[src/logic/spi_slave_pkg.sv]
/*
 * SPI slave bridge shared definitions
 * widths, command state encoding, protocol constants and the
 * burst length lookup tables used by the memory reader
 */

package spi_slave_pkg;

  // widths that carry a meaning
  typedef logic [7:0]  byte_t;
  typedef logic [6:0]  reg_addr_t;
  typedef logic [16:0] burst_len_t;
  typedef logic [4:0]  edge_cnt_t;

  typedef enum logic [2:0] {
    ST_IDLE,
    ST_CMD,
    ST_ADDR,
    ST_REG_WR,
    ST_REG_RD,
    ST_MEM_MODE,
    ST_MEM_RD,
    ST_WAIT_DESELECT
  } cmd_state_t;

  // ----------------------------------------
  // protocol constants
  // ----------------------------------------
  localparam logic [6:0] CMD_PREFIX     = 7'b0111010;
  localparam byte_t      DUMMY_BYTE     = 8'h55;
  localparam edge_cnt_t  EDGES_PER_BYTE = 5'd16;

  // lines per block, indexed by block size
  localparam logic [8:0] BLOCK_LINES [0:7] = '{
    9'd36, 9'd72, 9'd144, 9'd288, 9'd54, 9'd108, 9'd216, 9'd432
  };

  // depth per RS mode
  localparam logic [7:0] RS_DEPTH [0:3] = '{8'd240, 8'd224, 8'd192, 8'd176};

endpackage

[src/logic/spi_edge_sync.sv]
/*
 * SPI front end
 * brings SS, SCK and MOSI into the clk_i domain and turns the
 * SCK transitions into shift and sample enables per CPOL/CPHA
 */

`timescale 1ns/10ps

module spi_edge_sync (
  input  logic clk_i,
  input  logic rstb_i,
  input  logic ss_i,
  input  logic sck_i,
  input  logic mosi_i,
  input  logic cpol_i,
  input  logic cpha_i,
  output logic sel_n_o,
  output logic mosi_s_o,
  output logic shift_en_o,
  output logic sample_en_o
);

  logic sck_pol;
  logic ss_d1;
  logic ss_d2;
  logic sck_d1;
  logic sck_d2;
  logic sck_d3;
  logic mosi_d1;
  logic mosi_d2;
  logic sck_rise;
  logic sck_fall;

  // normalize so that the leading edge is always a rising one
  assign sck_pol = cpol_i ? ~sck_i : sck_i;

  always_ff @(posedge clk_i or negedge rstb_i)
  begin
    if (!rstb_i)
    begin
      ss_d1   <= 1'b1;
      ss_d2   <= 1'b1;
      sck_d1  <= 1'b0;
      sck_d2  <= 1'b0;
      sck_d3  <= 1'b0;
      mosi_d1 <= 1'b0;
      mosi_d2 <= 1'b0;
    end
    else
    begin
      ss_d1   <= ss_i;
      ss_d2   <= ss_d1;
      sck_d1  <= sck_pol;
      sck_d2  <= sck_d1;
      // history flop for edge detect
      sck_d3  <= sck_d2;
      mosi_d1 <= mosi_i;
      mosi_d2 <= mosi_d1;
    end
  end

  assign sck_rise = sck_d2 & ~sck_d3;
  assign sck_fall = ~sck_d2 & sck_d3;

  // cpha=0 samples on the leading edge, cpha=1 on the trailing one
  assign shift_en_o  = cpha_i ? sck_rise : sck_fall;
  assign sample_en_o = cpha_i ? sck_fall : sck_rise;

  assign sel_n_o  = ss_d2;
  assign mosi_s_o = mosi_d2;

endmodule

[src/logic/spi_byte_shifter.sv]
/*
 * SPI byte framing
 * counts SCK edges into bytes and holds the receive and
 * transmit shift registers, MSB-first or LSB-first
 */

`timescale 1ns/10ps

module spi_byte_shifter (
  input  logic                 clk_i,
  input  logic                 rstb_i,
  input  logic                 sel_n_i,
  input  logic                 shift_en_i,
  input  logic                 sample_en_i,
  input  logic                 mosi_s_i,
  input  logic                 lsbf_i,
  input  logic                 rx_enable_i,
  input  logic                 tx_shift_enable_i,
  input  logic                 tx_load_i,
  input  spi_slave_pkg::byte_t tx_load_data_i,
  output logic                 byte_end_o,
  output spi_slave_pkg::byte_t rx_byte_o,
  output logic                 miso_o
);

  import spi_slave_pkg::*;

  edge_cnt_t edge_cnt;
  byte_t     rx_shift;
  byte_t     tx_shift;
  byte_t     tx_aligned;
  logic      tx_rotate;

  // ----------------------------------------
  // edge counter
  // ----------------------------------------
  assign byte_end_o = (edge_cnt == EDGES_PER_BYTE);

  always_ff @(posedge clk_i or negedge rstb_i)
  begin
    if (!rstb_i)
      edge_cnt <= '0;
    else if (sel_n_i || byte_end_o)
      edge_cnt <= '0;
    else if (shift_en_i || sample_en_i)
      edge_cnt <= edge_cnt + 5'd1;
  end

  // ----------------------------------------
  // receive path
  // ----------------------------------------
  always_ff @(posedge clk_i)
  begin
    if (rx_enable_i && sample_en_i)
    begin
      if (lsbf_i)
        rx_shift <= {mosi_s_i, rx_shift[7:1]};
      else
        rx_shift <= {rx_shift[6:0], mosi_s_i};
    end
  end

  assign rx_byte_o = rx_shift;

  // ----------------------------------------
  // transmit path
  // ----------------------------------------
  // lsb-first rotates right, so bit 0 has to start in the MSB
  assign tx_aligned = lsbf_i ? {tx_load_data_i[0], tx_load_data_i[7:1]} : tx_load_data_i;

  // with cpha=1 the very first edge is a shift edge;
  // skip it so the first bit stays on MISO for the first sample
  assign tx_rotate = tx_shift_enable_i && shift_en_i && (edge_cnt != '0);

  always_ff @(posedge clk_i or negedge rstb_i)
  begin
    if (!rstb_i)
      tx_shift <= '0;
    else if (tx_load_i)
      tx_shift <= tx_aligned;
    else if (tx_rotate)
    begin
      if (lsbf_i)
        tx_shift <= {tx_shift[0], tx_shift[7:1]};
      else
        tx_shift <= {tx_shift[6:0], tx_shift[7]};
    end
  end

  assign miso_o = tx_shift[7];

endmodule

[src/logic/spi_cmd_fsm.sv]
/*
 * SPI command decoder
 * parses prefix and address bytes, strobes register accesses
 * and selects what the transmit register loads at each byte end
 */

`timescale 1ns/10ps

module spi_cmd_fsm (
  input  logic                     clk_i,
  input  logic                     rstb_i,
  input  logic                     sel_n_i,
  input  logic                     byte_end_i,
  input  logic                     burst_done_i,
  input  spi_slave_pkg::byte_t     rx_byte_i,
  input  spi_slave_pkg::byte_t     reg_rdata_i,
  input  spi_slave_pkg::byte_t     mem_byte_i,
  output spi_slave_pkg::reg_addr_t reg_addr_o,
  output spi_slave_pkg::byte_t     reg_wdata_o,
  output logic                     reg_wr_o,
  output logic                     reg_rd_o,
  output logic                     rx_enable_o,
  output logic                     tx_shift_enable_o,
  output logic                     tx_load_o,
  output spi_slave_pkg::byte_t     tx_load_data_o,
  output logic                     mode_load_o,
  output logic                     mem_active_o
);

  import spi_slave_pkg::*;

  cmd_state_t state;
  cmd_state_t state_nxt;
  logic       is_prefix;
  logic       rd_done;
  logic       load_dummy;
  logic       load_reg;
  logic       load_mem;

  // top 7 bits prefix, bit 0 selects memory burst
  assign is_prefix = (rx_byte_i[7:1] == CMD_PREFIX);

  // ----------------------------------------
  // state register and next state
  // ----------------------------------------
  always_ff @(posedge clk_i or negedge rstb_i)
  begin
    if (!rstb_i)
      state <= ST_IDLE;
    else
      state <= state_nxt;
  end

  always_comb
  begin
    state_nxt = state;
    if (sel_n_i)
      state_nxt = ST_IDLE;
    else
    begin
      case (state)
        ST_IDLE:
          state_nxt = ST_CMD;
        ST_CMD:
          if (byte_end_i)
          begin
            if (!is_prefix)
              state_nxt = ST_WAIT_DESELECT;
            else if (rx_byte_i[0])
              state_nxt = ST_MEM_MODE;
            else
              state_nxt = ST_ADDR;
          end
        ST_ADDR:
          if (byte_end_i)
            state_nxt = rx_byte_i[7] ? ST_REG_WR : ST_REG_RD;
        ST_REG_WR:
          if (byte_end_i)
            state_nxt = ST_WAIT_DESELECT;
        // one byte of dummy, one byte of register data
        ST_REG_RD:
          if (byte_end_i && rd_done)
            state_nxt = ST_WAIT_DESELECT;
        ST_MEM_MODE:
          if (byte_end_i)
            state_nxt = ST_MEM_RD;
        ST_MEM_RD:
          if (byte_end_i && burst_done_i)
            state_nxt = ST_WAIT_DESELECT;
        ST_WAIT_DESELECT:
          state_nxt = ST_WAIT_DESELECT;
        default:
          state_nxt = ST_IDLE;
      endcase
    end
  end

  // ----------------------------------------
  // register access
  // ----------------------------------------
  always_ff @(posedge clk_i or negedge rstb_i)
  begin
    if (!rstb_i)
    begin
      reg_addr_o  <= '0;
      reg_wdata_o <= '0;
      reg_wr_o    <= 1'b0;
      reg_rd_o    <= 1'b0;
    end
    else
    begin
      if (state == ST_ADDR && byte_end_i)
        reg_addr_o <= rx_byte_i[6:0];
      if (state == ST_REG_WR && byte_end_i)
        reg_wdata_o <= rx_byte_i;
      reg_wr_o <= (state == ST_REG_WR) && byte_end_i;
      reg_rd_o <= (state == ST_ADDR) && byte_end_i && !rx_byte_i[7];
    end
  end

  always_ff @(posedge clk_i or negedge rstb_i)
  begin
    if (!rstb_i)
      rd_done <= 1'b0;
    else if (state != ST_REG_RD)
      rd_done <= 1'b0;
    else if (load_reg)
      rd_done <= 1'b1;
  end

  // ----------------------------------------
  // transmit load selection
  // ----------------------------------------
  assign load_dummy = byte_end_i && ((state == ST_ADDR && !rx_byte_i[7]) ||
                                     state == ST_MEM_MODE);
  assign load_reg   = byte_end_i && (state == ST_REG_RD) && !rd_done;
  assign load_mem   = byte_end_i && (state == ST_MEM_RD);

  assign tx_load_o = load_dummy || load_reg || load_mem;

  always_comb
  begin
    if (load_reg)
      tx_load_data_o = reg_rdata_i;
    else if (load_mem)
      tx_load_data_o = mem_byte_i;
    else
      tx_load_data_o = DUMMY_BYTE;
  end

  assign rx_enable_o = (state == ST_CMD) || (state == ST_ADDR) ||
                       (state == ST_REG_WR) || (state == ST_MEM_MODE);
  assign tx_shift_enable_o = (state == ST_REG_RD) || (state == ST_MEM_RD);

  assign mode_load_o  = (state == ST_MEM_MODE) && byte_end_i;
  assign mem_active_o = (state == ST_MEM_RD);

endmodule

[src/logic/mem_burst_reader.sv]
/*
 * memory burst reader
 * decodes the mode byte into a burst length and paces the
 * memory read strobes against the SPI byte ends
 */

`timescale 1ns/10ps

module mem_burst_reader (
  input  logic                 clk_i,
  input  logic                 rstb_i,
  input  logic                 sel_n_i,
  input  logic                 byte_end_i,
  input  logic                 mode_load_i,
  input  logic                 mem_active_i,
  input  logic                 mem_valid_i,
  input  spi_slave_pkg::byte_t rx_byte_i,
  input  spi_slave_pkg::byte_t mem_rdata_i,
  output logic                 mem_rd_o,
  output logic                 burst_done_o,
  output spi_slave_pkg::byte_t mem_byte_o
);

  import spi_slave_pkg::*;

  logic [2:0] block_size;
  logic [1:0] rs_mode;
  burst_len_t burst_len;
  burst_len_t rd_cnt;
  logic       at_len;
  logic       data_back;
  logic       next_req;

  // ----------------------------------------
  // mode decode
  // ----------------------------------------
  always_ff @(posedge clk_i or negedge rstb_i)
  begin
    if (!rstb_i)
    begin
      block_size <= '0;
      rs_mode    <= '0;
    end
    else if (mode_load_i)
    begin
      block_size <= rx_byte_i[6:4];
      rs_mode    <= rx_byte_i[3:2];
    end
  end

  assign burst_len = burst_len_t'(BLOCK_LINES[block_size]) * burst_len_t'(RS_DEPTH[rs_mode]);
  assign at_len    = (rd_cnt == burst_len);

  // ----------------------------------------
  // read strobes
  // ----------------------------------------
  always_ff @(posedge clk_i or negedge rstb_i)
  begin
    if (!rstb_i)
    begin
      rd_cnt    <= '0;
      next_req  <= 1'b0;
      mem_rd_o  <= 1'b0;
      data_back <= 1'b0;
    end
    else
    begin
      if (sel_n_i || mode_load_i)
        rd_cnt <= '0;
      else if (mem_rd_o)
        rd_cnt <= rd_cnt + 17'd1;
      // next request only once the previous data is in
      next_req <= byte_end_i && mem_active_i && data_back && !at_len && !sel_n_i;
      mem_rd_o <= (mode_load_i || next_req) && !sel_n_i;
      if (mode_load_i || next_req)
        data_back <= 1'b0;
      else if (mem_valid_i)
        data_back <= 1'b1;
    end
  end

  // set at the byte end that loads the last datum, held until next burst
  always_ff @(posedge clk_i or negedge rstb_i)
  begin
    if (!rstb_i)
      burst_done_o <= 1'b0;
    else if (mode_load_i)
      burst_done_o <= 1'b0;
    else if (sel_n_i || (byte_end_i && mem_active_i && at_len))
      burst_done_o <= 1'b1;
  end

  always_ff @(posedge clk_i)
  begin
    if (mem_valid_i)
      mem_byte_o <= mem_rdata_i;
  end

endmodule

[src/logic/spi_slave_top.sv]
/*
 * SPI slave bridge top level
 * front end, byte shifter, command FSM and memory burst reader
 */

`timescale 1ns/10ps

module spi_slave_top (
  input  logic                     clk_i,
  input  logic                     rstb_i,
  input  logic                     ss_i,
  input  logic                     sck_i,
  input  logic                     mosi_i,
  input  logic                     cpol_i,
  input  logic                     cpha_i,
  input  logic                     lsbf_i,
  input  logic                     mem_valid_i,
  input  spi_slave_pkg::byte_t     reg_rdata_i,
  input  spi_slave_pkg::byte_t     mem_rdata_i,
  output logic                     miso_o,
  output logic                     reg_wr_o,
  output logic                     reg_rd_o,
  output logic                     mem_rd_o,
  output spi_slave_pkg::reg_addr_t reg_addr_o,
  output spi_slave_pkg::byte_t     reg_wdata_o
);

  import spi_slave_pkg::*;

  logic  sel_n;
  logic  mosi_s;
  logic  shift_en;
  logic  sample_en;
  logic  byte_end;
  byte_t rx_byte;
  logic  rx_enable;
  logic  tx_shift_enable;
  logic  tx_load;
  byte_t tx_load_data;
  logic  mode_load;
  logic  mem_active;
  byte_t mem_byte;
  logic  burst_done;

  spi_edge_sync u_edge_sync (
    .clk_i       (clk_i),
    .rstb_i      (rstb_i),
    .ss_i        (ss_i),
    .sck_i       (sck_i),
    .mosi_i      (mosi_i),
    .cpol_i      (cpol_i),
    .cpha_i      (cpha_i),
    .sel_n_o     (sel_n),
    .mosi_s_o    (mosi_s),
    .shift_en_o  (shift_en),
    .sample_en_o (sample_en)
  );

  spi_byte_shifter u_byte_shifter (
    .clk_i             (clk_i),
    .rstb_i            (rstb_i),
    .sel_n_i           (sel_n),
    .shift_en_i        (shift_en),
    .sample_en_i       (sample_en),
    .mosi_s_i          (mosi_s),
    .lsbf_i            (lsbf_i),
    .rx_enable_i       (rx_enable),
    .tx_shift_enable_i (tx_shift_enable),
    .tx_load_i         (tx_load),
    .tx_load_data_i    (tx_load_data),
    .byte_end_o        (byte_end),
    .rx_byte_o         (rx_byte),
    .miso_o            (miso_o)
  );

  spi_cmd_fsm u_cmd_fsm (
    .clk_i             (clk_i),
    .rstb_i            (rstb_i),
    .sel_n_i           (sel_n),
    .byte_end_i        (byte_end),
    .burst_done_i      (burst_done),
    .rx_byte_i         (rx_byte),
    .reg_rdata_i       (reg_rdata_i),
    .mem_byte_i        (mem_byte),
    .reg_addr_o        (reg_addr_o),
    .reg_wdata_o       (reg_wdata_o),
    .reg_wr_o          (reg_wr_o),
    .reg_rd_o          (reg_rd_o),
    .rx_enable_o       (rx_enable),
    .tx_shift_enable_o (tx_shift_enable),
    .tx_load_o         (tx_load),
    .tx_load_data_o    (tx_load_data),
    .mode_load_o       (mode_load),
    .mem_active_o      (mem_active)
  );

  mem_burst_reader u_burst_reader (
    .clk_i        (clk_i),
    .rstb_i       (rstb_i),
    .sel_n_i      (sel_n),
    .byte_end_i   (byte_end),
    .mode_load_i  (mode_load),
    .mem_active_i (mem_active),
    .mem_valid_i  (mem_valid_i),
    .rx_byte_i    (rx_byte),
    .mem_rdata_i  (mem_rdata_i),
    .mem_rd_o     (mem_rd_o),
    .burst_done_o (burst_done),
    .mem_byte_o   (mem_byte)
  );

endmodule

[config.mk]
export PLATFORM = sky130hd
export DESIGN_NAME = spi_slave_top
export DESIGN_NICKNAME = d
export VERILOG_FILES = /design/src/logic/spi_slave_pkg.sv /design/src/logic/spi_edge_sync.sv /design/src/logic/spi_byte_shifter.sv /design/src/logic/spi_cmd_fsm.sv /design/src/logic/mem_burst_reader.sv /design/src/logic/spi_slave_top.sv
export SDC_FILE = /design/constraint.sdc
export NUM_CORES = 1
export LEC_CHECK = 0
export BUFFER_PORTS_ARGS = -buffer_cell sky130_fd_sc_hd__buf_4
export CAP_MARGIN = 20
export CORE_MARGIN = 10
export CORE_UTILIZATION = 43
export CTS_BUF_LIST = sky130_fd_sc_hd__clkbuf_4
export DETAILED_ROUTE_END_ITERATION = 12
export PLACE_DENSITY = 0.69
export SKIP_LAST_GASP = 1
export SLEW_MARGIN = 20
export SYNTH_ARGS = -nofsm -noshare
export SYNTH_HDL_FRONTEND = slang
export SYNTH_SLANG_ARGS = --single-unit
[constraint.sdc]
create_clock -name clk_i -period 13.3 [get_ports clk_i]
set_clock_uncertainty 0.15 [all_clocks]
set_input_delay 1.33 -clock clk_i [delete_from_list [all_inputs] [get_ports clk_i]]
set_output_delay 1.33 -clock clk_i [all_outputs]
set_load 0.02 [all_outputs]
Word-level counts from Yosys, hierarchy flattened
Memories as Yosys holds them, arrays and structs flattened.
Index checks and enable logic that the tools add are counted.
{ "op_classes": {"n_addsub": 2, "n_mul": 1, "magnitude_cmp": 2, "n_eq_ne": 17, "muxes": 36, "n_bitwise": 7, "n_reduce_logical": 44} }
{ "ops": {"columns": ["cell", "n"], "rows": [
  ["$mux 8", 9],
  ["$mux 17", 2],
  ["$mux 3", 10],
  ["$pmux 3 s8", 1],
  ["$logic_and 1x1->1", 19],
  ["$mux 9", 2],
  ["$add 17x1->17 const B", 1],
  ["$eq 17x17->1", 1],
  ["$mul 9x8->17", 1],
  ["$bmux 8 s2", 1],
  ["$ne 3x3->1 const B", 5],
  ["$eq 3x3->1 const B", 4],
  ["$logic_or 1x1->1", 12],
  ["$reduce_bool 2->1", 6],
  ["$mux 5", 2],
  ["$mux 1", 9],
  ["$eq 7x6->1 const B", 1],
  ["$eq 3x2->1 const B", 2],
  ["$reduce_and 6->1", 1],
  ["$add 5x1->5 const B", 1],
  ["$eq 5x5->1 const B", 1],
  ["$reduce_bool 5->1", 1],
  ["$ge 4x4->1 const B", 1],
  ["$logic_not 1->1", 4],
  ["9 further kinds", 12]
]} }
{ "totals": {"register_bits": 83, "romBits": 72, "input_bits": 25, "n_memories": 1} }
{ "memory_table": {"columns": ["name", "words", "word_bits", "rd", "rd_clocked_by_memory_dff", "write_ports", "line_no", "source"], "rows": [
  ["(name not given)", 8, 9, 1, 0, 0, "mem_burst_reader.sv:51", "assign burst_len = burst_len_t'(BLOCK_LINES[block_size]) * burst_len_t'(RS_DEPTH[rs_mode]);"]
]} }

Longest topological paths before layout
Gate-level depths: netlist of the first run.
{ "depth": {"ltp_word": 10, "ltp_mapped": 20, "depth_no_buf": 20} }

Modules after synthesis
From an unflattened synthesis of the first run, not the netlist that was laid out.
{ "unflattened": {"cells_unflattened": 468, "hier_area_um2": 5227.5} }
{ "modules_own_cells": {"columns": ["mod", "n_inst", "cells_per_inst", "area_each_um2", "seq_area_each_um2"], "rows": [
  ["mem_burst_reader", 1, 277, 2772.7, 890.9],
  ["spi_byte_shifter", 1, 74, 1121.1, 565.5],
  ["spi_cmd_fsm", 1, 105, 1113.6, 525.5],
  ["spi_edge_sync", 1, 12, 220.2, 177.7]
]} }

Worst setup path before layout of the first run
Ideal clock, no wire load.
{ "synth_timing": {"kind": "flip-flop to flip-flop", "from": "register u_burst_reader.block_size[1]", "to": "register u_burst_reader.next_req", "setup_ns": 0.098, "arrival_time_ns": 4.527, "slack_ns": 8.525, "path_stages_with_launch": 19, "path_buffers": 0, "synth_period_minus_slack_ns": 4.775, "cell_sequence": "dfrtp_1 > inv_1 > ha_1 > mux2i_1 > or2_2 > fa_1 > fa_1 > inv_1 > ha_1 > ha_1 > ha_1 > inv_1 > fa_1 > and2b_1 > o221ai_2 > a21o_1 > o22ai_1 > and4bb_1 > nor4bb_2"} }
{ "synth_via": {"elab_chain_len": 9} }
{ "synth_lines": {"columns": ["element", "line_no", "source"], "rows": [
  ["start: declaration", "mem_burst_reader.sv:26", "logic [2:0] block_size;"],
  ["start signal: assignment", "mem_burst_reader.sv:46", "block_size <= rx_byte_i[6:4];"],
  ["$not 3->4 (implied by the code)", "mem_burst_reader.sv:51", null],
  ["$mem_v2 8x9", null, null],
  ["$mux 9 (implied by the code) (2 in series)", "mem_burst_reader.sv:51", null],
  ["$mul 9x8->17", "mem_burst_reader.sv:51", null],
  ["$eq 17x17->1", "mem_burst_reader.sv:52", "assign at_len = (rd_cnt == burst_len);"],
  ["$logic_not 1->1", "mem_burst_reader.sv:73", "next_req <= byte_end_i && mem_active_i && data_back && !at_len && !sel_n_i;"],
  ["$logic_and 1x1->1 (2 in series)", "mem_burst_reader.sv:73", null],
  ["end signal: assignment", "mem_burst_reader.sv:73", null],
  ["end: declaration", "mem_burst_reader.sv:32", "logic next_req;"]
]} }
Every way passes these cells. The select of a mux whose other input is x is not followed.
A chain may end at the register's enable or synchronous reset.

Worst setup path in the final report of the first run
Same ends and word-level chain as after synthesis.

==> metrics.txt, run 1 <==
outcome finished, final reports clean; core area 0.0121 mm^2; Final Setup Violations 0; pin slew with the least headroom to its limit 858 ps; first-pass GRT wire length 18.5 mm; critical path launch point type flop; Pleak roughly 2.8 nW; commonest non-fill, non-tap cells in the layout 65 x dfrtp_1, 46 x nor2_1, 45 x buf_4; FMAX just under 200 MHz; post-layout min period a little over 5000 ps; DPL Wire Length 8.09 mm; CTS resizes 0; R2R cell count 18; Inserted Diodes 0; Slew Viols, Final 0; slowest cell on the critical path fa_1; Rows 40; initial antenna violation count 0; most used cell along the critical path ha_1; Hold WC Path Type flop to flop; # Max-Cap Violations 0; area grow syn2layout 10.4%; CTS root buf clkbuf_4; num ports 44; Setup CP Type flop to flop; RSZ-0062 raised after global routing no; Routed WL 10.7 mm; post-synthesis sequential area ratio 40.5%; gr ovfl total 0; Worst EP required 13500 ps; layout cells sized above 1 19.1%; Hold Path End u_edge_sync.sel_n_o; CTS Buf Count 9; placed cells 702; relative slew slack 42.8%; buffer count from post-CTS setup fixing 0; DP Worst Slack 8200 ps; Iteration-0 DRC Markers 229; die area 0.0172 mm^2; Critical Path End Type flop; vias in the first global route 3839; cts hold-fix bufs 0; via count 3728; detail-routed via count per cell 5.19; DIE WIDTH approximately 130 um; PwrDens 98.1 mW/mm^2; reg2reg end u_burst_reader.next_req; worst-path cell chain inv_1, ha_1, mux2i_1, or2_2, fa_1, fa_1, inv_1, ha_1, ha_1, ha_1, inv_1, fa_1, and2b_1, o221ai_2, a21o_1, o22ai_1, and4bb_1, nor4bb_2; Final Hold Viols 0; FF-to-FF Start u_burst_reader.block_size[1]; placer congestion estimate 0.925; register bit total from synthesis between 80 and 90; DRC viols 0; Worst Hold Launch u_edge_sync.ss_d1; post-layout util 48.7%; router iterations before antenna repair 4; Worst path max stage delay around 550 ps; cells after synthesis 511; nets around 620; CTS tree done; YS warnings 0; ANT nets after route 0; Setup TNS 0 ps; clk slew on worst S/H paths ~130 ps; Crit Path Max Fanout 5; setup ws final 8160 ps; largest net degree at the start of global routing 68; Die Ht 131 um; Yosys cell types between 60 and 70; Peak VDD IR roughly 95 uV; Initial Util 44.2%; input/output buffers 43; commonest non-fill, non-tap cell in the layout dfrtp_1; Synth Area per Inst 10.4 um^2; count of flip-flops with a built-in enable after synthesis 16; WHS Path Cells 0; gr usage total 12.6%; worst skew pair latency 450 ps; reg-to-reg slack, setup 8160 ps; FFs w/ async S/R, synth 80.7%; H-tree levels 3; crit path DAT 5340 ps; crit share post-route 38.7%; Sink Count 83; Main synth FF type dfrtp_1; Max Root-Sink Buffers 2; final std cells w/o fill approximately 700; Mapped Nets 590; Cell Area, Synth about 0.0053 mm^2; WL per Instance 14.9 um
==> synth_stat cells (12+ instances only) <==
master / count / share of area [%]
inv_1: 36 / 2.5
xor2_1: 22 / 3.6
ha_1: 41 / 9.6
nand2_1: 36 / 2.5
fa_1: 13 / 4.9
mux2_2: 18 / 3.8
o21ai_0: 19 / 1.8
dfrtp_1: 65 / 31
buf_2: 13 / 1.2
nor3_1: 12 / 1.1
nor2_1: 46 / 3.2
mux2i_1: 14 / 2.6
edfxtp_1: 16 / 9.0
a21oi_1: 17 / 1.6
==> sequential cells by signal, indices dropped and copies added, names as in the netlist, 2 cells and up <==
register,flops
u_burst_reader.rd_cnt,17
u_burst_reader.mem_byte_o,8
u_byte_shifter.rx_byte_o,8
u_byte_shifter.tx_shift,8
u_cmd_fsm.reg_wdata_o,8
u_cmd_fsm.reg_addr_o,7
u_byte_shifter.edge_cnt,5
u_burst_reader.block_size,3
u_cmd_fsm.state,3
u_burst_reader.rs_mode,2
==> worst max-delay path, delay by kind of cell, from the launching register on <==
family                   cells  cell delay, ps
flip-flops                   1             440
buffers and inverters        3             220
AO/OA/AOI/OAI                3             440
adder cells (fa/ha/maj)      7            2450
multiplexers                 1             340
AND/OR/NAND/NOR              4            1010
==> through the flow <==
step	instance area, um^2	power [mW]	hold slack [ps]
after global routing	5880	0.615	225
final	5880	0.577	217
after CTS	5880	0.583	217
after detailed placement	5760	0.449	199
after floorplan	5330	0.411	181
after global placement	5760	0.444	191
==> worst max path at each step <==
stage | startpoint | end | slack, ps | cells after the start
6_report | u_burst_reader.block_size[1] | u_burst_reader.next_req | 8160 | 18
5_1_grt | u_burst_reader.block_size[1] | u_burst_reader.next_req | 7810 | 18
2_1_floorplan | u_burst_reader.block_size[1] | u_burst_reader.next_req | 8530 | 18
3_3_place_gp | u_burst_reader.block_size[1] | u_burst_reader.next_req | 8340 | 18
4_1_cts | u_burst_reader.block_size[1] | u_burst_reader.next_req | 8140 | 18
3_5_place_dp | u_burst_reader.block_size[1] | u_burst_reader.next_req | 8200 | 18
==> layer usage <==
metal / routed length (um) / part of all wire [%] / track usage (%) / vias up
met3: 414 / 3.9 / 3.28 / 9
met5: 0 / 0 / 0 / -
li1: - / - / - / 1856
met4: 112 / 1.0 / 3.89 / 0
met1: 5040 / 47 / 16.3 / 1807
met2: 5120 / 48 / 20.3 / 56
==> cell type report <==
| type | instances | area (um^2) |
|---|---|---|
| clock inverter | 7 | 51.3 |
| multi-input combinational | 369 | 2910 |
| sequential | 83 | 2160 |
| tap | 168 | 210 |
| clock buffer | 9 | 67.6 |
| fill | 1100 | 6180 |
| timing repair buffer | 45 | 338 |
| inverter | 37 | 139 |
==> where the power goes <==
group	leakage [nW]	total, mW	internal [mW]	switching, mW
Clock	0.0642	0.132	0.0393	0.0928
Sequential	1.05	0.323	0.289	0.0337
Combinational	1.64	0.122	0.0539	0.0677
Total	2.75	0.577	0.382	0.194
==> cell families after synthesis <==
logic type	count (synthesis)	share of synthesized area, %
xor+xnor	31	5.10
mux	37	7.84
flops	83	40.5
simple gates	162	16.1
fa+ha+maj	54	14.5
compound gates	85	11.1
buf+inv	59	4.77
Note: power is estimated with default switching activity, not from simulation.
==> inputs of run 2 (changes only) <==
- clock period: 13.3 -> 5.1 ns (I/O delays scaled with it)
==> metrics.txt, run 2 (synthesized netlist as in run 1, its figures left out) <==
sw power 512 uW (+160%); Setup CP Type flop to flop; die area 0.0172 mm^2 (unchanged); placed cell areas 0.00577 mm^2 (+0.13%); H-tree levels 3 (unchanged); CTS root buf clkbuf_4; switch share 31.8% (-1.9 points); FMAX 206 MHz (+6.0%); ANT nets after route 0 (unchanged); fillers 1090 (-0.91%); Worst EP required 5300 ps (-8200 ps); CTS tree done; DRC viols 0 (unchanged); Critical Path End Type flop; Slew Viols, Final 0 (unchanged); outcome finished with violations; Sink Count 83 (unchanged); CTS Buf Count 9 (unchanged); Rows 40 (unchanged); input/output buffers 43 (unchanged); Iteration-0 DRC Markers 238 (+3.9%); P_int 1.10 mW (+190%); FF-to-FF Start u_burst_reader.block_size[0]; DIE WIDTH 131 um (unchanged); WL per Instance 15.4 um (+3.4%); first-pass GRT wire length 18.6 mm (+0.41%); crit path DAT 5050 ps (-290 ps); worst-path cell chain inv_2, ha_1, inv_1, mux2i_2, nand2b_1, fa_1, fa_1, inv_1, ha_1, ha_1, ha_2, inv_1, fa_2, and2b_1, o221ai_2, a21o_1, o22ai_1, and4bb_2, nor4bb_2; Crit Path Max Fanout 4 (-1); DPL Wire Length 8.33 mm (+3.0%); Worst Setup SP u_burst_reader.block_size[0]; via count 3810 (+2.2%); vias in the first global route 3787 (-1.4%); Top reg by flops u_burst_reader.rd_cnt; total power after layout 1.61 mW (+180%); final std cells w/o fill 723 (+0.70%); Inserted Diodes 0 (unchanged); placed cells 703 (+0.14%); setup ws final 249 ps (-7910 ps); core area 0.0121 mm^2 (unchanged); placer congestion estimate 0.927 (+0.23%); worst skew pair latency 450 ps (about the same); nets 629 (+0.80%); initial antenna violation count 0 (unchanged); clock share of power 28.1% (+5.2 points); failing checks negative hold slack; gr ovfl total 0 (unchanged); number of flip-flops in the largest register 17 (unchanged); layout cells sized above 1 21.3% (+2.2 points); Hold WC Path Type primary input to asynchronous set/reset pin; Final Hold Viols 5 (+5); area grow syn2layout 12.8%; WHS -20.6 ps (-238 ps); critical path launch point type flop; Initial Util 44.2% (unchanged); Die Ht 131 um (unchanged); Worst path max stage delay 550 ps (about the same); commonest non-fill, non-tap cells in the layout 64 x dfrtp_1, 48 x buf_4, 45 x nor2_1; Final Setup Violations 0 (unchanged); crit share post-route 95.1% (+56 points); cell area after layout 0.00601 mm^2 (+2.2%); gr usage total 12.8% (+0.17 points); commonest non-fill, non-tap cell in the layout dfrtp_1; Pleak 2.80 nW (+1.8%); PwrDens 268 mW/mm^2 (+170%); clk slew on worst S/H paths 160 ps (+30 ps); router iterations before antenna repair 4 (unchanged); post-layout min period 4850 ps (-291 ps); detail-routed via count per cell 5.27 (+1.5%); largest net degree at the start of global routing 68 (unchanged); num ports 44 (unchanged); Setup TNS 0 ps (unchanged); combinational power share 19.8% (-1.3 points); DP Worst Slack -61.5 ps (-8260 ps); sequential power share 52.2% (-3.8 points); Peak VDD IR 238 uV (+150%); slowest cell on the critical path fa_1; pin slew with the least headroom to its limit 871 ps (+13.3 ps); # Max-Cap Violations 0 (unchanged); post-layout util 49.8% (+1.1 points); relative slew slack 41.9% (-0.89 points); Max Root-Sink Buffers 2 (unchanged); Routed WL 11.1 mm (+4.1%)
==> run 2: cell count changes in the layout (fill, tap and decap cells not counted), sizes merged <==
| cell | before | now |
|---|---|---|
| bufinv | 0 | 2 |
| dlygate4sd3 | 0 | 2 |
| buf | 45 | 48 |
| clkinv | 4 | 2 |
==> run 2: layer usage <==
metal	GRT usage, %	vias to the layer above	wire (um)
met5	0	-	0
met4	4.88	0	197
met3	2.67	15	418
met2	20.2	74	5530
met1	16.9	1856	4990
li1	-	1865	-
==> run 2: final cells by class <==
type	count	area [um^2]	area share, %
Sequential cell	83	2160	35.9
Multi-Input combinational cell	369	2950	49.1
Clock inverter	7	100	1.67
Inverter	37	139	2.31
Clock buffer	9	67.6	1.12
Timing Repair Buffer	50	380	6.33
Tap cell	168	210	3.50
==> run 2: final timing paths <==
path,end,slack (ps),depth (start not counted)
max reg2reg,u_burst_reader.next_req,250,19
min in group clk_i,u_burst_reader.mem_byte_o[7],70,1
max,u_burst_reader.next_req,250,19
min,u_byte_shifter.tx_shift[7],-20,1
min reg2reg,u_edge_sync.sel_n_o,220,0
max in group asynchronous,u_burst_reader.block_size[2],4180,1
==> run 2: repair_timing <==
| action | 4_1_cts | 5_1_grt |
|---|---|---|
| endpoints found under the setup margin | 1 | 2 |
| hold buffers | 2 | 0 |
| hold endpoints to repair | 2 | 0 |
| pin swaps | 0 | 1 |
| setup buffers | 2 | 0 |
| gates resized for setup | 1 | 11 |
| cloned | 0 | 0 |
==> run 2: critical path: cells and delay by family, from the launching register on <==
family	cells	cell delay [ps]
AND/OR/NAND/NOR	4	910
multiplexers	1	240
flip-flops	1	410
buffers and inverters	4	270
adder cells (fa/ha/maj)	7	2350
AO/OA/AOI/OAI	3	430
==> run 2: power groups by stage <==
stage               logic [mW]  clock network (mW)  registers, mW
floorplan                0.254                   0          0.817
global placement         0.306                   0          0.851
detailed placement       0.319                   0          0.853
CTS                      0.321               0.463          0.841
global route             0.359               0.493          0.856
finish                   0.318               0.452          0.840
==> inputs of run 3 (changes only) <==
==> constraint.sdc (replaced) <==
create_clock -name clk_i -period 5.1 [get_ports clk_i]
set_clock_uncertainty 0.15 [all_clocks]
set_input_delay 1.02 -clock clk_i [delete_from_list [all_inputs] [get_ports clk_i]]
set_output_delay 1.02 -clock clk_i [all_outputs]
set_load 0.02 [all_outputs]
==> metrics.txt, run 3 (synthesized netlist as in run 1, its figures left out) <==
Pleak 2.79 nW (-0.30%); Critical Path End Type flop; clk slew on worst S/H paths 130 ps (-30 ps); num ports 44 (unchanged); worst-path cell chain inv_2, ha_1, inv_1, mux2i_2, nand2b_1, fa_1, fa_1, inv_1, ha_1, ha_1, ha_2, inv_1, fa_2, and2b_1, o221ai_2, a21o_1, o22ai_1, and4bb_2, nor4bb_2; post-layout min period 4850 ps (+0.490 ps); Worst path max stage delay 550 ps (about the same); CTS Buf Count 9 (unchanged); crit share post-route 95.1% (about the same); reg-to-reg slack, setup 250 ps (about the same); Hold Path End u_edge_sync.sel_n_o; commonest non-fill, non-tap cells in the layout 64 x dfrtp_1, 48 x buf_4, 45 x nor2_1; setup ws final 248 ps (-0.490 ps); placed cell areas 0.00577 mm^2 (unchanged); router iterations before antenna repair 6 (+2); CTS tree done; Die Ht 131 um (unchanged); Peak VDD IR 238 uV (-0.18%); Worst EP required 5300 ps (about the same); DIE WIDTH 131 um (unchanged); gr usage total 12.8% (-0.024 points); Routed WL 11.1 mm (-0.18%); pin slew with the least headroom to its limit 873 ps (+1.75 ps); input/output buffers 43 (unchanged); ANT nets after route 0 (unchanged); FF-to-FF Start u_burst_reader.block_size[0]; WL per Instance 15.4 um (about the same); initial antenna violation count 0 (unchanged); Hold WC Path Type flop to flop; CTS root buf clkbuf_4; cell area after layout 0.00599 mm^2 (-0.33%); Crit Path Max Fanout 4 (unchanged); worst skew pair latency 450 ps (about the same); Max Root-Sink Buffers 2 (unchanged); R2R cell count 19 (unchanged); DRC viols 0 (unchanged); die area 0.0172 mm^2 (unchanged); placer congestion estimate 0.927 (unchanged); critical path launch point type flop; Slew Viols, Final 0 (unchanged); H-tree levels 3 (unchanged); crit path DAT 5050 ps (about the same); layout cells sized above 1 21.3% (+0.077 points); PwrDens 268 mW/mm^2 (+0.23%); gr ovfl total 0 (unchanged); slowest cell on the critical path fa_1; largest net degree at the start of global routing 68 (unchanged); core area 0.0121 mm^2 (unchanged); Sink Count 83 (unchanged); Final Setup Violations 0 (unchanged); reg2reg end u_burst_reader.next_req; WHS 219 ps (+239 ps); Bufs and invs on worst path 4 (unchanged); WHS Path Cells 0; Final Hold Viols 0 (-5); detail-routed via count per cell 5.26 (-0.12%); via count 3795 (-0.39%); nets 627 (-0.32%); Top delay family on crit path adder cells; vias in the first global route 3775 (-0.32%); FMAX 206 MHz (about the same); area grow syn2layout 12.4%; DP Worst Slack -61.5 ps (unchanged); commonest non-fill, non-tap cell in the layout dfrtp_1; number of flip-flops in the largest register 17 (unchanged); DPL Wire Length 8.33 mm (unchanged); Worst Hold Launch u_edge_sync.ss_d1; first-pass GRT wire length 18.6 mm (-0.23%); Top reg by flops u_burst_reader.rd_cnt; Setup CP Type flop to flop; # Max-Cap Violations 0 (unchanged); Rows 40 (unchanged); cts hold-fix bufs 0 (-2); outcome finished, final reports clean; Iteration-0 DRC Markers 259 (+8.8%); relative slew slack 41.8% (-0.12 points); Inserted Diodes 0 (unchanged); Initial Util 44.2% (unchanged)
run 3: cell count changes in the layout (fill, tap and decap cells not counted):
cell,delta
dlygate4sd3_1,-2
run 3: cell type report:
cell class,instances,area [um^2]
clock inverter,7,100
clock buffer,9,67.6
inverter,37,139
sequential,83,2160
timing repair buffer,48,360
multi-input combinational,369,2950
fill,1091,6070
tap,168,210
run 3: repair_timing:
action | CTS | global route
buffers inserted | 2 | 0
resized for setup | 1 | 11
pin swaps | 0 | 1
setup endpoints to repair | 1 | 2
run 3: how the worst max path moves through the flow:
stage | from | end | slack (ps) | depth (start not counted)
6_report | u_burst_reader.block_size[0] | u_burst_reader.next_req | 250 | 19
4_1_cts | u_burst_reader.block_size[1] | u_burst_reader.next_req | 40 | 18
2_1_floorplan | u_burst_reader.block_size[1] | u_burst_reader.next_req | 330 | 18
5_1_grt | u_burst_reader.block_size[0] | u_burst_reader.next_req | -3 | 19
3_5_place_dp | u_burst_reader.block_size[1] | u_burst_reader.next_req | -60 | 18
3_3_place_gp | u_burst_reader.block_size[1] | u_burst_reader.next_req | 140 | 18
run 3: stage by stage:
step	cells	TNS [ps]	utilization [%]	total power [mW]
floorplan	511	0	-	1.07
global placement	703	0	47.8	1.16
detailed placement	703	-61.5	47.8	1.17
CTS	721	0	49.4	1.62
global route	721	-2.84	49.7	1.71
finish	721	0	49.7	1.61
run 3: per-layer routing:
metal / wire length [um] / global-route usage (%) / up-vias
li1: - / - / 1859
met5: 0 / 0 / -
met3: 393 / 2.67 / 17
met4: 202 / 4.88 / 0
met1: 5000 / 16.8 / 1842
met2: 5510 / 20.2 / 77
run 3: power by group:
part           switching, mW  internal [mW]  total (mW)
Clock                  0.249          0.203       0.452
Sequential            0.0854          0.754       0.839
Combinational          0.177          0.140       0.317
Total                  0.511           1.10        1.61
run 3: worst register-to-register path, delay by kind of cell, from the launching register on:
family / cells / cell delay, ps
adder cells (fa/ha/maj): 7 / 2350
AND/OR/NAND/NOR: 4 / 910
AO/OA/AOI/OAI: 3 / 430
flip-flops: 1 / 410
buffers and inverters: 4 / 270
multiplexers: 1 / 240
